File: src/include/checkers_consts.svh
`ifndef CHECKERS_CONSTS_SVH
`define CHECKERS_CONSTS_SVH

// board geometry, one row per 32-bit word
`define BOARD_BITS 256
`define BOARD_ROWS 8
`define SQUARE_BITS 4

// squares are 1 << SQUARE_SHIFT pixels on a side
`define SQUARE_SHIFT 5

// top left corner of the board on screen
`define BOARD_X0 192
`define BOARD_Y0 112

// 24-bit rgb
`define COLOR_LIGHT 24'hE8D0AA
`define COLOR_DARK 24'h7A4A26
`define COLOR_RED 24'hC81E1E
`define COLOR_BLACKPIECE 24'h202020
`define COLOR_BORDER 24'h304050

// opening position plus one king of each side, row 7 first
`define TEST_BOARD 256'h02020202_20202020_02020202_00400000_00000300_10101010_01010101_10101010

`endif

File: src/design/checkersPkg.sv
package checkersPkg;

	`include "checkers_consts.svh"

	// what a single 4-bit square can hold
	typedef enum logic [`SQUARE_BITS-1:0] {
		empty     = 4'd0,
		redMan    = 4'd1,
		blackMan  = 4'd2,
		redKing   = 4'd3,
		blackKing = 4'd4
	} squareCode; // 5..15 unused, drawn as empty

	// one whole board in a single word
	// the link moves it row by row, the renderer picks single squares
	// row 0 sits in the low bits, square index = row * 8 + col
	typedef union packed {
		logic [`BOARD_ROWS-1:0][`BOARD_BITS/`BOARD_ROWS-1:0] rows; // link view
		logic [`BOARD_BITS/`SQUARE_BITS-1:0][`SQUARE_BITS-1:0] squares; // render view
	} boardWord;

endpackage

File: src/design/boardLinkRx.sv
`timescale 1ns/1ps

`include "checkers_consts.svh"

module boardLinkRx (
	input logic rst,
	input logic newData,
	input logic linkClkIn,
	input logic linkDataIn,
	input logic linkFrameIn,
	output logic rxValid,
	output checkersPkg::boardWord rxBoard
);
	import checkersPkg::*;

	localparam int BITS = `BOARD_BITS;
	localparam int CNT_BITS = $clog2(`BOARD_BITS);

	boardWord shiftReg;
	logic [CNT_BITS-1:0] bitCnt;
	logic clkPrev; // line clock one cycle ago
	logic rise;
	logic take; // rising edge inside a frame

	// same clock domain as the sender, edge detect only
	assign rise = linkClkIn & ~clkPrev;
	assign take = rise & linkFrameIn;

	assign rxBoard = shiftReg; // complete while rxValid is high

	always_ff @(posedge rst or posedge newData) begin
		if (newData) begin
			clkPrev <= 1'b0;
			bitCnt <= '0;
			rxValid <= 1'b0;
		end else begin
			clkPrev <= linkClkIn;
			// strobe on the edge carrying bit 0
			rxValid <= take && (bitCnt == CNT_BITS'(BITS - 1));
			if (!linkFrameIn)
				bitCnt <= '0; // idle line, restart
			else if (rise)
				bitCnt <= bitCnt + 1'b1; // wraps to 0 after 256
		end
	end

	// msb first, so the first bit ends up at 255
	always_ff @(posedge rst) begin
		if (take)
			shiftReg <= (shiftReg << 1) | BITS'(linkDataIn);
	end

endmodule

File: src/design/boardLinkTx.sv
`timescale 1ns/1ps

`include "checkers_consts.svh"

module boardLinkTx (
	input logic rst,
	input logic newData,
	input logic sendValid,
	input checkersPkg::boardWord sendBoard,
	output logic sendReady,
	output logic linkClkOut,
	output logic linkDataOut,
	output logic linkFrameOut
);
	import checkersPkg::*;

	localparam int CNT_BITS = $clog2(`BOARD_BITS);
	localparam int ROW_BITS = `BOARD_BITS / `BOARD_ROWS;

	boardWord shiftReg; // msb is the bit on the line
	logic [CNT_BITS-1:0] bitCnt;
	logic phase; // 0 = clock low half, 1 = clock high half
	logic frame;
	logic drain; // one extra busy cycle after the frame
	logic accept;
	logic lastBit;

	assign accept = sendValid & sendReady;
	assign lastBit = (bitCnt == CNT_BITS'(`BOARD_BITS - 1));

	// line drive
	assign linkClkOut = phase;
	assign linkFrameOut = frame;
	assign linkDataOut = frame & shiftReg.rows[`BOARD_ROWS-1][ROW_BITS-1]; // idle low

	always_ff @(posedge rst or posedge newData) begin
		if (newData) begin
			frame <= 1'b0;
			phase <= 1'b0;
			drain <= 1'b0;
			bitCnt <= '0;
			sendReady <= 1'b1;
		end else if (accept) begin
			frame <= 1'b1; // frame up on the next cycle
			phase <= 1'b0; // bit 255 goes out with clock low
			bitCnt <= '0;
			sendReady <= 1'b0;
		end else begin
			// ready follows busy one cycle late, 514 low cycles in all
			sendReady <= ~(frame | drain);
			drain <= 1'b0;
			if (frame) begin
				if (!phase) begin
					phase <= 1'b1; // rising edge, rx samples here
				end else begin
					phase <= 1'b0;
					if (lastBit) begin
						frame <= 1'b0; // clock and frame drop together
						drain <= 1'b1;
					end else begin
						bitCnt <= bitCnt + 1'b1;
					end
				end
			end
		end
	end

	// payload, moves one bit after each high half
	always_ff @(posedge rst) begin
		if (accept)
			shiftReg <= sendBoard;
		else if (frame && phase)
			shiftReg <= shiftReg << 1;
	end

endmodule

File: src/design/boardRender.sv
`timescale 1ns/1ps

`include "checkers_consts.svh"

module boardRender (
	input logic rst,
	input logic newData,
	input logic [9:0] pixelX,
	input logic [8:0] pixelY,
	input checkersPkg::boardWord displayBoard,
	output logic [23:0] pixelColor
);
	import checkersPkg::*;

	localparam int POS_BITS = $clog2(`BOARD_ROWS); // row or column index
	localparam int SQ_PIX = 1 << `SQUARE_SHIFT;
	localparam int BOARD_PIX = `BOARD_ROWS * SQ_PIX;
	localparam int CTR_LO = SQ_PIX / 4; // king mark is the middle half
	localparam int CTR_HI = SQ_PIX - CTR_LO;

	logic [9:0] relX;
	logic [8:0] relY;
	logic inBoard;
	logic [POS_BITS-1:0] col;
	logic [POS_BITS-1:0] row;
	logic [`SQUARE_SHIFT-1:0] offX; // position inside the square
	logic [`SQUARE_SHIFT-1:0] offY;
	logic centre;
	squareCode sq;
	logic [23:0] baseColor;
	logic [23:0] nextColor;

	// board relative position
	assign relX = pixelX - 10'(`BOARD_X0);
	assign relY = pixelY - 9'(`BOARD_Y0);

	// left of or above the board wraps to a large value,
	// so one compare per axis covers both sides
	assign inBoard = (relX < 10'(BOARD_PIX)) && (relY < 9'(BOARD_PIX));

	assign col = relX[`SQUARE_SHIFT +: POS_BITS];
	assign row = relY[`SQUARE_SHIFT +: POS_BITS];
	assign offX = relX[`SQUARE_SHIFT-1:0];
	assign offY = relY[`SQUARE_SHIFT-1:0];

	assign centre = (offX >= `SQUARE_SHIFT'(CTR_LO)) && (offX < `SQUARE_SHIFT'(CTR_HI))
		&& (offY >= `SQUARE_SHIFT'(CTR_LO)) && (offY < `SQUARE_SHIFT'(CTR_HI));

	// index = row * 8 + col
	assign sq = squareCode'(displayBoard.squares[{row, col}]);

	always_comb begin
		baseColor = (row[0] ^ col[0]) ? `COLOR_DARK : `COLOR_LIGHT; // odd sum is dark
		case (sq)
			redMan: nextColor = `COLOR_RED;
			redKing: nextColor = `COLOR_RED;
			blackMan: nextColor = `COLOR_BLACKPIECE;
			blackKing: nextColor = `COLOR_BLACKPIECE;
			default: nextColor = baseColor; // empty and unused codes
		endcase
		if ((sq == redKing || sq == blackKing) && centre)
			nextColor = ~nextColor; // crown
		if (!inBoard)
			nextColor = `COLOR_BORDER;
	end

	// one cycle from coordinate to colour, new pixel every cycle
	always_ff @(posedge rst or posedge newData) begin
		if (newData)
			pixelColor <= `COLOR_BORDER;
		else
			pixelColor <= nextColor;
	end

endmodule

File: src/design/boardStore.sv
`timescale 1ns/1ps

`include "checkers_consts.svh"

module boardStore (
	input logic rst,
	input logic newData,
	input logic sendValid,
	input logic sendReady,
	input checkersPkg::boardWord sendBoard,
	input logic rxValid,
	input checkersPkg::boardWord rxBoard,
	input logic showReceived,
	output checkersPkg::boardWord displayBoard,
	output logic boardUpdated
);
	import checkersPkg::*;

	boardWord localBoard; // last board this side sent
	boardWord remoteBoard; // last board off the wire
	logic accept;

	// same handshake the transmitter sees
	assign accept = sendValid & sendReady;

	always_ff @(posedge rst or posedge newData) begin
		if (newData) begin
			localBoard <= `TEST_BOARD; // something to look at before a send
			remoteBoard <= '0;
			boardUpdated <= 1'b0;
		end else begin
			if (accept)
				localBoard <= sendBoard;
			if (rxValid)
				remoteBoard <= rxBoard;
			boardUpdated <= rxValid; // high with the new board
		end
	end

	// no register here, the renderer holds the pipeline stage
	assign displayBoard = showReceived ? remoteBoard : localBoard;

endmodule

File: src/design/checkersLinkTop.sv
`timescale 1ns/1ps

module checkersLinkTop (
	input logic rst,
	input logic newData,
	input logic sendValid,
	input checkersPkg::boardWord sendBoard,
	input logic linkClkIn,
	input logic linkDataIn,
	input logic linkFrameIn,
	input logic showReceived,
	input logic [9:0] pixelX,
	input logic [8:0] pixelY,
	output logic sendReady,
	output logic linkClkOut,
	output logic linkDataOut,
	output logic linkFrameOut,
	output logic boardUpdated,
	output logic [23:0] pixelColor
);
	import checkersPkg::*;

	logic rxValid; // one cycle, board complete
	boardWord rxBoard;
	boardWord displayBoard; // what the screen shows

	// outgoing link
	boardLinkTx tx (
		.rst(rst),
		.newData(newData),
		.sendValid(sendValid),
		.sendBoard(sendBoard),
		.sendReady(sendReady),
		.linkClkOut(linkClkOut),
		.linkDataOut(linkDataOut),
		.linkFrameOut(linkFrameOut)
	);

	// incoming link
	boardLinkRx rx (
		.rst(rst),
		.newData(newData),
		.linkClkIn(linkClkIn),
		.linkDataIn(linkDataIn),
		.linkFrameIn(linkFrameIn),
		.rxValid(rxValid),
		.rxBoard(rxBoard)
	);

	boardStore store (
		.rst(rst),
		.newData(newData),
		.sendValid(sendValid),
		.sendReady(sendReady), // store sees the same accept as tx
		.sendBoard(sendBoard),
		.rxValid(rxValid),
		.rxBoard(rxBoard),
		.showReceived(showReceived),
		.displayBoard(displayBoard),
		.boardUpdated(boardUpdated)
	);

	boardRender render (
		.rst(rst),
		.newData(newData),
		.pixelX(pixelX),
		.pixelY(pixelY),
		.displayBoard(displayBoard),
		.pixelColor(pixelColor)
	);

endmodule

File: config.mk
export PLATFORM = sky130hd
export DESIGN_NAME = checkersLinkTop
export DESIGN_NICKNAME = d
export VERILOG_FILES = /design/src/design/checkersPkg.sv /design/src/design/boardLinkRx.sv /design/src/design/boardLinkTx.sv /design/src/design/boardRender.sv /design/src/design/boardStore.sv /design/src/design/checkersLinkTop.sv
export VERILOG_INCLUDE_DIRS = /design/src /design/src/include
export SDC_FILE = /design/constraint.sdc
export NUM_CORES = 2
export LEC_CHECK = 0
export ABC_AREA = 1
export BUFFER_PORTS_ARGS = -buffer_cell sky130_fd_sc_hd__buf_4
export CAP_MARGIN = 15
export CORE_ASPECT_RATIO = 1.75
export CORE_MARGIN = 2
export CORE_UTILIZATION = 54
export CTS_CLUSTER_DIAMETER = 60
export DETAILED_ROUTE_END_ITERATION = 6
export GPL_TIMING_DRIVEN = 0
export PLACE_DENSITY = 0.82
export SLEW_MARGIN = 20
export SYNTH_ARGS = -nofsm -noshare
export SYNTH_HDL_FRONTEND = slang
export SYNTH_SLANG_ARGS = --single-unit
File: constraint.sdc
create_clock -name rst -period 20.6 [get_ports rst]
set_clock_uncertainty 0.2 [all_clocks]
set_input_delay 2.06 -clock rst [delete_from_list [all_inputs] [get_ports rst]]
set_output_delay 2.06 -clock rst [all_outputs]
set_load 0.02 [all_outputs]
=== Word level (Yosys, flattened, before mapping) ===
Index checks and enable logic that the tools add are counted.

* Add/sub/neg operators: 4
* $lt $le $gt $ge: 7
* Eq/ne operators: 8
* Muxes and demuxes: 26
* Bitwise logic cells: 10
* Reductions and logical operators: 14

{| class="wikitable"
|+ Operators by type and width
! operator !! number
|-
| 256-bit 2-to-1 mux || 3
|-
| 256-bit by 1-bit OR with 256-bit output || 1
|-
| 24-bit 2-to-1 mux || 3
|-
| 8-bit 2-to-1 mux || 6
|-
| 24-bit one-hot mux with 2 select lines || 1
|-
| 4-bit binary-select mux with 6-bit select || 1
|-
| 24-bit NOT || 1
|-
| 8-bit by 1-bit adder with 8-bit output (second input constant) || 2
|-
| 8-bit equality test (second input constant) || 2
|-
| 1-bit 2-to-1 mux || 11
|-
| 5-bit by 4-bit >= comparator with 1-bit output (second input constant) || 2
|-
| 10-bit by 9-bit less-than comparator with 1-bit output (second input constant) || 1
|-
| 5-bit less-than comparator (second input constant) || 2
|-
| 10-bit by 8-bit subtractor with 10-bit output (second input constant) || 1
|-
| 9-bit less-than comparator (second input constant) || 1
|-
| 9-bit by 7-bit subtractor with 9-bit output (second input constant) || 1
|-
| 4-bit by 2-bit equality test with 1-bit output (second input constant) || 2
|-
| 1-bit logical AND || 7
|-
| 6-bit by 7-bit less-than comparator with 1-bit output (second input constant) || 1
|-
| 2-bit nonzero test || 3
|-
| 1-bit AND || 4
|-
| 4-bit by 1-bit equality test with 1-bit output (second input constant) || 1
|-
| 4-bit by 3-bit equality test with 1-bit output (second input constant) || 1
|-
| 4-bit 2-to-1 mux || 1
|-
| other kinds (7) || 10
|}

* Register bits after elaboration: 1071
* Bits of input ports: 282
* Output and inout bits: 29

=== Logic depth before layout (Yosys ltp) ===
* Depth in word-level cells: 9
* Gate-level depth with buffers: 21

=== Modules after synthesis ===
From an unflattened synthesis, not the netlist that was laid out.

* Cells, all modules: 5198
* Area total of the unflattened synthesis: 46947.5 sq um

{| class="wikitable"
|+ Modules (own cells, without submodules)
! module !! times used !! cells each !! area an instance (sq um) !! seq. area each (sq um)
|-
| boardStore || 1 || 3019 || 23719.0 || 12871.1
|-
| boardLinkTx || 1 || 1168 || 11611.1 || 7988.9
|-
| boardLinkRx || 1 || 320 || 8216.6 || 7937.6
|-
| boardRender || 1 || 691 || 3400.8 || 356.6
|}

=== Worst setup path after synthesis ===
No wires, ideal clock.

* Kind: reg-to-reg
* Start: register tx.frame (netlist: tx.linkFrameOut)
* End: register tx.shiftReg[0] in the netlist's numbering (enable)
* Data arrival time: 18.473 ns
* Required time: 19.171 ns
* Slack: 0.698 ns
* Stages on the path, launching flop included: 3
* Buffers on the path: 0
* Clock period less this slack: 19.902 ns
* Cell sequence: dfrtp_1 > inv_1 > o21ai_0

* Longest elaborated chain between the ends: 2

{| class="wikitable"
|+ RTL lines
! item !! line !! source
|-
| start: declaration || boardLinkTx.sv:23 || <nowiki>logic frame;</nowiki>
|-
| start signal: assignment || boardLinkTx.sv:38 || <nowiki>frame <= 1'b0;</nowiki>
|-
| start signal: assignment || boardLinkTx.sv:44 || <nowiki>frame <= 1'b1;</nowiki>
|-
| start signal: assignment || boardLinkTx.sv:58 || <nowiki>frame <= 1'b0;</nowiki>
|-
| 1-bit logical AND || boardLinkTx.sv:72 || <nowiki>else if (frame && phase)</nowiki>
|-
| 2-bit nonzero test (no line) || n/a ||
|-
| end signal: assignment || boardLinkTx.sv:71 || <nowiki>shiftReg <= sendBoard;</nowiki>
|-
| end signal: assignment || boardLinkTx.sv:73 || <nowiki>shiftReg <= shiftReg << 1;</nowiki>
|-
| end: declaration || boardLinkTx.sv:20 || <nowiki>boardWord shiftReg;</nowiki>
|}

No other way between the ends.
A chain may end at the register's enable or synchronous reset.

=== Worst setup path in the final report ===
* Start: input pixelX[6]
* End: register render.pixelColor[10]

* Longest elaborated chain between the ends: 9
* Elaborated cells between the ends (all ways): 17

{| class="wikitable"
|+ RTL lines
! item !! line !! source
|-
| start: declaration || checkersLinkTop.sv:12 || <nowiki>input logic [9:0] pixelX,</nowiki>
|-
| 10-bit by 8-bit subtractor with 10-bit output (*) || boardRender.sv:34 || <nowiki>assign relX = pixelX - 10'(`BOARD_X0);</nowiki>
|-
| 4-bit binary-select mux with 6-bit select || boardRender.sv:50 || <nowiki>assign sq = squareCode'(displayBoard.squares[{row, col}]);</nowiki>
|-
| 4-bit 2-to-1 mux (implied by the code) || boardRender.sv:50 ||
|-
| 4-bit by 2-bit equality test with 1-bit output (tied with other cells) || boardRender.sv:54 || <nowiki>case (sq)</nowiki>
|-
| 2-bit OR reduction (no line) || n/a ||
|-
| 24-bit one-hot mux with 2 select lines || boardRender.sv:54 ||
|-
| 24-bit NOT || boardRender.sv:62 || <nowiki>nextColor = ~nextColor;</nowiki>
|-
| 24-bit 2-to-1 mux || boardRender.sv:61 || <nowiki>if ((sq == redKing || sq == blackKing) && centre)</nowiki>
|-
| 24-bit 2-to-1 mux (*) || boardRender.sv:63 || <nowiki>if (!inBoard)</nowiki>
|-
| named net render.nextColor[10] || boardRender.sv:31 || <nowiki>logic [23:0] nextColor;</nowiki>
|-
| end signal: assignment || boardRender.sv:70 || <nowiki>pixelColor <= `COLOR_BORDER;</nowiki>
|-
| end signal: assignment || boardRender.sv:72 || <nowiki>pixelColor <= nextColor;</nowiki>
|-
| end: declaration || boardRender.sv:11 || <nowiki>output logic [23:0] pixelColor</nowiki>
|}

The timed path passes the listed nets; every way through them passes the cells marked *. The select of a mux whose other input is x is not followed.

==> results.cfg <==
[timing]
max_slew_margin_pct = 8.641
finalHoldWorstSlack_ns = 0.2272
post-route-worst-setup-slack_ns = 14.84
setup_repair_after_global_routing_missed_its_margin = false
timing.final.crit_share_pct = 27.94
maxClockFrequency_mhz = 173.7
worst_slew_pin_slew_ns = 1.370
fin_tns_setup_ns = 0
hold_violations = 0
report.final.slew_viol_count = 0
post-route-min-period_ns = 5.756
final_setup_vio_count = 0

[layout]
drive_gt1_share_pct = 19.10
layout_overhead_on_the_synthesized_area_pct = 17.35
layoutNonFillerInstCount = 5598
final_core_utilization_pct = 63.88
fin_area_um2 = 50810
finalNetCount = 4757

[setup_path]
crit_path_end_kind = register
worst_r2r_startpoint = tx.sendReady
worstSetupStartpoint = pixelX[6]
start_kind = input port
path_cells = buf_4 -> ha_1 -> clkbuf_1 -> inv_1 -> buf_1 -> nand3_1 -> nand2_1 -> nand2_1 -> nand3_1 -> nand2_1 -> nand2_1 -> nand2_1 -> nor2_1 -> nand2_1 -> nand2_2 -> nand2_2 -> nand2_2 -> nand2_2 -> nand2_1 -> inv_1
worst_ep_required_time_ns = 20.98
crit_top_cell = sky130_fd_sc_hd__nand2_1
worstPathArrival_ns = 6.13
cpMaxStageDelayCell = sky130_fd_sc_hd__buf_1
setup.worst_path.class = in2reg
worst_path_largest_cell_delay_ns = 0.96
cp.buffers_inverters = 5
critPathTopFamily = simple AND/OR/NAND/NOR gates
critical_path_peak_fanout = 10

[min_path]
min-delay-start = rx.rxBoard[130]
hp-class = reg2reg

[detailed_routing]
dr.pass1.iters = 7
vias_per_cell = 6.128
vias = 34300
totalWireLength_um = 155600
post_drt_wl_per_cell_um = 27.79
detail-route-antenna-nets = 0
detail_route.iter0.violations = 5083
drcViolationCount = 3

[grt]
vias_in_the_first_global_route = 33530
grtUsageTotal_pct = 37.68
gr-total-overflow = 0
antenna_found_initial = 6
grt_start_max_net_pins = 103
grt_pass1_wl_um = 219200

[clock_network]
cts_setup_buffers = 0
cts_htree_levels = 3
post_cts_resized = 0
clk_pin_slew_worst_paths_ns = 0.07
cts_tree = built
cts_buffer_depth = 3
clock_sink_count = 1061
clockRootBuffer = sky130_fd_sc_hd__clkbuf_16
holdBufCountCts = 0
clock_insertion_delay_worst_skew_ns = 0.72
tritoncts.num_buffers = 91

[logic_synthesis]
synth-seq-area-share_pct = 67.34
syn_nets = 4331
netlist_area_um2 = 43300
ys_types = 32
synth.yosys.warnings = 0
total_of_flip_flops_plus_latches_after_synthesis = 1061
post_synth.cell_area_avg_um2 = 10.70
synthesized_netlist_cell_count = 4045

[placed_design]
dp.cells = 5420
placement.io_buffers = 303
gp_routability_congestion = 1.004
placement_cell_area_um2 = 47680
place_ws_ns = 14.49
hpwl_um = 106100

[power_and_ir_drop]
power_density_nw_per_um2 = 116.9
vdd_ir_drop_max_mv = 0.07086
leakage_power_total_nw = 23.48
p_total_mw = 5.942

[floorplanning]
dieHeight_um = 378.6
row_count = 137
initial_core_utilization_pct = 54.43
width_of_the_die_um = 218.0
coreArea_um2 = 79540
boundaryPins = 311
die-area_um2 = 82550

[run_status]
failing_checks = design-rule violations
result_of_the_run = finished with violations

[job]
max_cap_viol_count = 0
cells in the final DEF, fill, tap and decap left out, types with 2 or more instances in the layout:
cell / netlist / final
sky130_fd_sc_hd__nand3_1: 467 / 467
sky130_fd_sc_hd__clkbuf_16: 0 / 94
sky130_fd_sc_hd__nand2_1: 1833 / 1833
sky130_fd_sc_hd__a21oi_1: 31 / 31
sky130_fd_sc_hd__clkinv_1: 1 / 7
sky130_fd_sc_hd__buf_16: 0 / 22
sky130_fd_sc_hd__buf_2: 56 / 58
sky130_fd_sc_hd__bufinv_16: 0 / 10
sky130_fd_sc_hd__clkbuf_2: 0 / 8
sky130_fd_sc_hd__buf_6: 8 / 9
sky130_fd_sc_hd__diode_2: 0 / 7
sky130_fd_sc_hd__clkinvlp_4: 0 / 8
sky130_fd_sc_hd__ha_1: 4 / 4
sky130_fd_sc_hd__inv_1: 54 / 53
sky130_fd_sc_hd__a31oi_1: 2 / 2
sky130_fd_sc_hd__xnor2_1: 4 / 4
sky130_fd_sc_hd__clkinv_4: 0 / 2
sky130_fd_sc_hd__clkinv_2: 0 / 10
sky130_fd_sc_hd__buf_12: 0 / 7
sky130_fd_sc_hd__buf_1: 21 / 18
sky130_fd_sc_hd__edfxtp_1: 512 / 512
sky130_fd_sc_hd__nor3_1: 6 / 5
sky130_fd_sc_hd__xor2_1: 4 / 3
sky130_fd_sc_hd__o21ai_0: 46 / 45
sky130_fd_sc_hd__mux2_2: 256 / 256
sky130_fd_sc_hd__clkinv_8: 0 / 3
sky130_fd_sc_hd__buf_4: 18 / 321
sky130_fd_sc_hd__dfstp_2: 33 / 33
sky130_fd_sc_hd__dfrtp_1: 516 / 516
sky130_fd_sc_hd__clkbuf_8: 0 / 9
sky130_fd_sc_hd__clkbuf_1: 128 / 145
sky130_fd_sc_hd__inv_6: 0 / 5
sky130_fd_sc_hd__nand2_2: 4 / 4
sky130_fd_sc_hd__nor4_1: 2 / 2
sky130_fd_sc_hd__nand4_1: 4 / 4
sky130_fd_sc_hd__inv_2: 4 / 4
sky130_fd_sc_hd__nor2_1: 24 / 23
sky130_fd_sc_hd__nor2_4: 1 / 2
worst reg2reg max path, stage by stage (launching register included):
cell and delay, ns:
sky130_fd_sc_hd__dfstp_2 0.37, sky130_fd_sc_hd__nand2_1 0.09, sky130_fd_sc_hd__clkbuf_1 0.45, sky130_fd_sc_hd__clkbuf_1 0.72
sky130_fd_sc_hd__o21ai_4 0.37, sky130_fd_sc_hd__buf_16 0.28, sky130_fd_sc_hd__buf_16 0.18, sky130_fd_sc_hd__buf_16 0.18
sky130_fd_sc_hd__buf_16 0.19, sky130_fd_sc_hd__buf_16 0.19
routing by layer:
metal | up-vias | GRT usage, % | wire length [um]
li1 | 14240 | - | -
met1 | 16640 | 43.15 | 50800
met2 | 2613 | 58.52 | 70980
met3 | 806 | 11.83 | 18450
met4 | 6 | 29.75 | 15300
met5 | - | 0 | 42
worst paths after layout:
kind	end	slack, ns	depth (start not counted)
min reg2reg	rx.rxBoard[131]	0.23	0
max	render.pixelColor[10]	14.84	20
min	rx.rxBoard[131]	0.23	0
max in group asynchronous	store.localBoard[76]	17.32	5
min in group asynchronous	store.localBoard[199]	1.21	2
max reg2reg	tx.shiftReg[44]	17.12	9
cell type report:
class	instances	area [um^2]
buffer	231	1077
fill	6114	28730
inverter	59	229.0
multi-input combinational	2694	12890
clock inverter	44	543.0
clock buffer	127	2566
sequential	1061	29150
timing repair buffer	333	3032
tap	1042	1304
antenna	7	17.52
kinds of logic after synthesis:
group | count (synthesis) | share of synthesized area [%]
AOI/OAI and AO/OA | 83 | 0.9855
xor gates and xnor gates | 8 | 0.1618
adders and majority gates | 4 | 0.1156
buffers and inverters | 290 | 2.971
DFF | 1061 | 67.34
muxes | 256 | 6.658
and+or+nand+nor | 2343 | 21.77
flip-flops by register name, indices dropped and copies added (netlist names):
signal              count
rx.rxBoard            256
store.localBoard      256
store.remoteBoard     256
tx.shiftReg           256
render.pixelColor      14
rx.bitCnt               8
tx.bitCnt               8
rx.clkPrev              1
rx.rxValid              1
store.boardUpdated      1
tx.drain                1
tx.linkClkOut           1
tx.linkFrameOut         1
tx.sendReady            1
cells in the mapped netlist:
| library cell | number | area (um^2) |
|---|---|---|
| sky130_fd_sc_hd__buf_4 | 18 | 135.1 |
| sky130_fd_sc_hd__nand3_1 | 467 | 2337 |
| sky130_fd_sc_hd__dfrtp_1 | 516 | 12910 |
| sky130_fd_sc_hd__ha_1 | 4 | 50.05 |
| sky130_fd_sc_hd__a31oi_1 | 2 | 12.51 |
| sky130_fd_sc_hd__nor2_1 | 24 | 90.09 |
| sky130_fd_sc_hd__a21oi_1 | 31 | 155.2 |
| sky130_fd_sc_hd__o21ai_1 | 1 | 5.000 |
| sky130_fd_sc_hd__a221oi_1 | 1 | 8.760 |
| sky130_fd_sc_hd__nand2_1 | 1833 | 6880 |
| sky130_fd_sc_hd__nand2_2 | 4 | 25.02 |
| sky130_fd_sc_hd__buf_6 | 8 | 90.09 |
| sky130_fd_sc_hd__buf_2 | 56 | 280.3 |
| sky130_fd_sc_hd__dfstp_2 | 33 | 867.1 |
| sky130_fd_sc_hd__nand4_1 | 4 | 25.02 |
| sky130_fd_sc_hd__nor4_1 | 2 | 12.51 |
| sky130_fd_sc_hd__nor3_1 | 6 | 30.03 |
| sky130_fd_sc_hd__nor2_4 | 1 | 11.26 |
| sky130_fd_sc_hd__o21a_1 | 1 | 7.510 |
| sky130_fd_sc_hd__xor2_1 | 4 | 35.03 |
| sky130_fd_sc_hd__a211oi_1 | 1 | 7.510 |
| sky130_fd_sc_hd__and3_1 | 1 | 6.260 |
| sky130_fd_sc_hd__inv_2 | 4 | 15.01 |
| sky130_fd_sc_hd__clkbuf_1 | 128 | 480.5 |
| sky130_fd_sc_hd__clkinv_1 | 1 | 3.750 |
| sky130_fd_sc_hd__buf_1 | 21 | 78.83 |
| sky130_fd_sc_hd__mux2_2 | 256 | 2883 |
| sky130_fd_sc_hd__o21ai_0 | 46 | 230.2 |
| sky130_fd_sc_hd__inv_1 | 54 | 202.7 |
| sky130_fd_sc_hd__nor3b_1 | 1 | 7.510 |
| sky130_fd_sc_hd__edfxtp_1 | 512 | 15370 |
| sky130_fd_sc_hd__xnor2_1 | 4 | 35.03 |
where the power goes:
part | switching, mW | internal [mW]
Clock | 0.827 | 1.01
Combinational | 0.646 | 0.375
Sequential | 0.288 | 2.80
Total | 1.76 | 4.18
(Power assumes the default switching activity.)
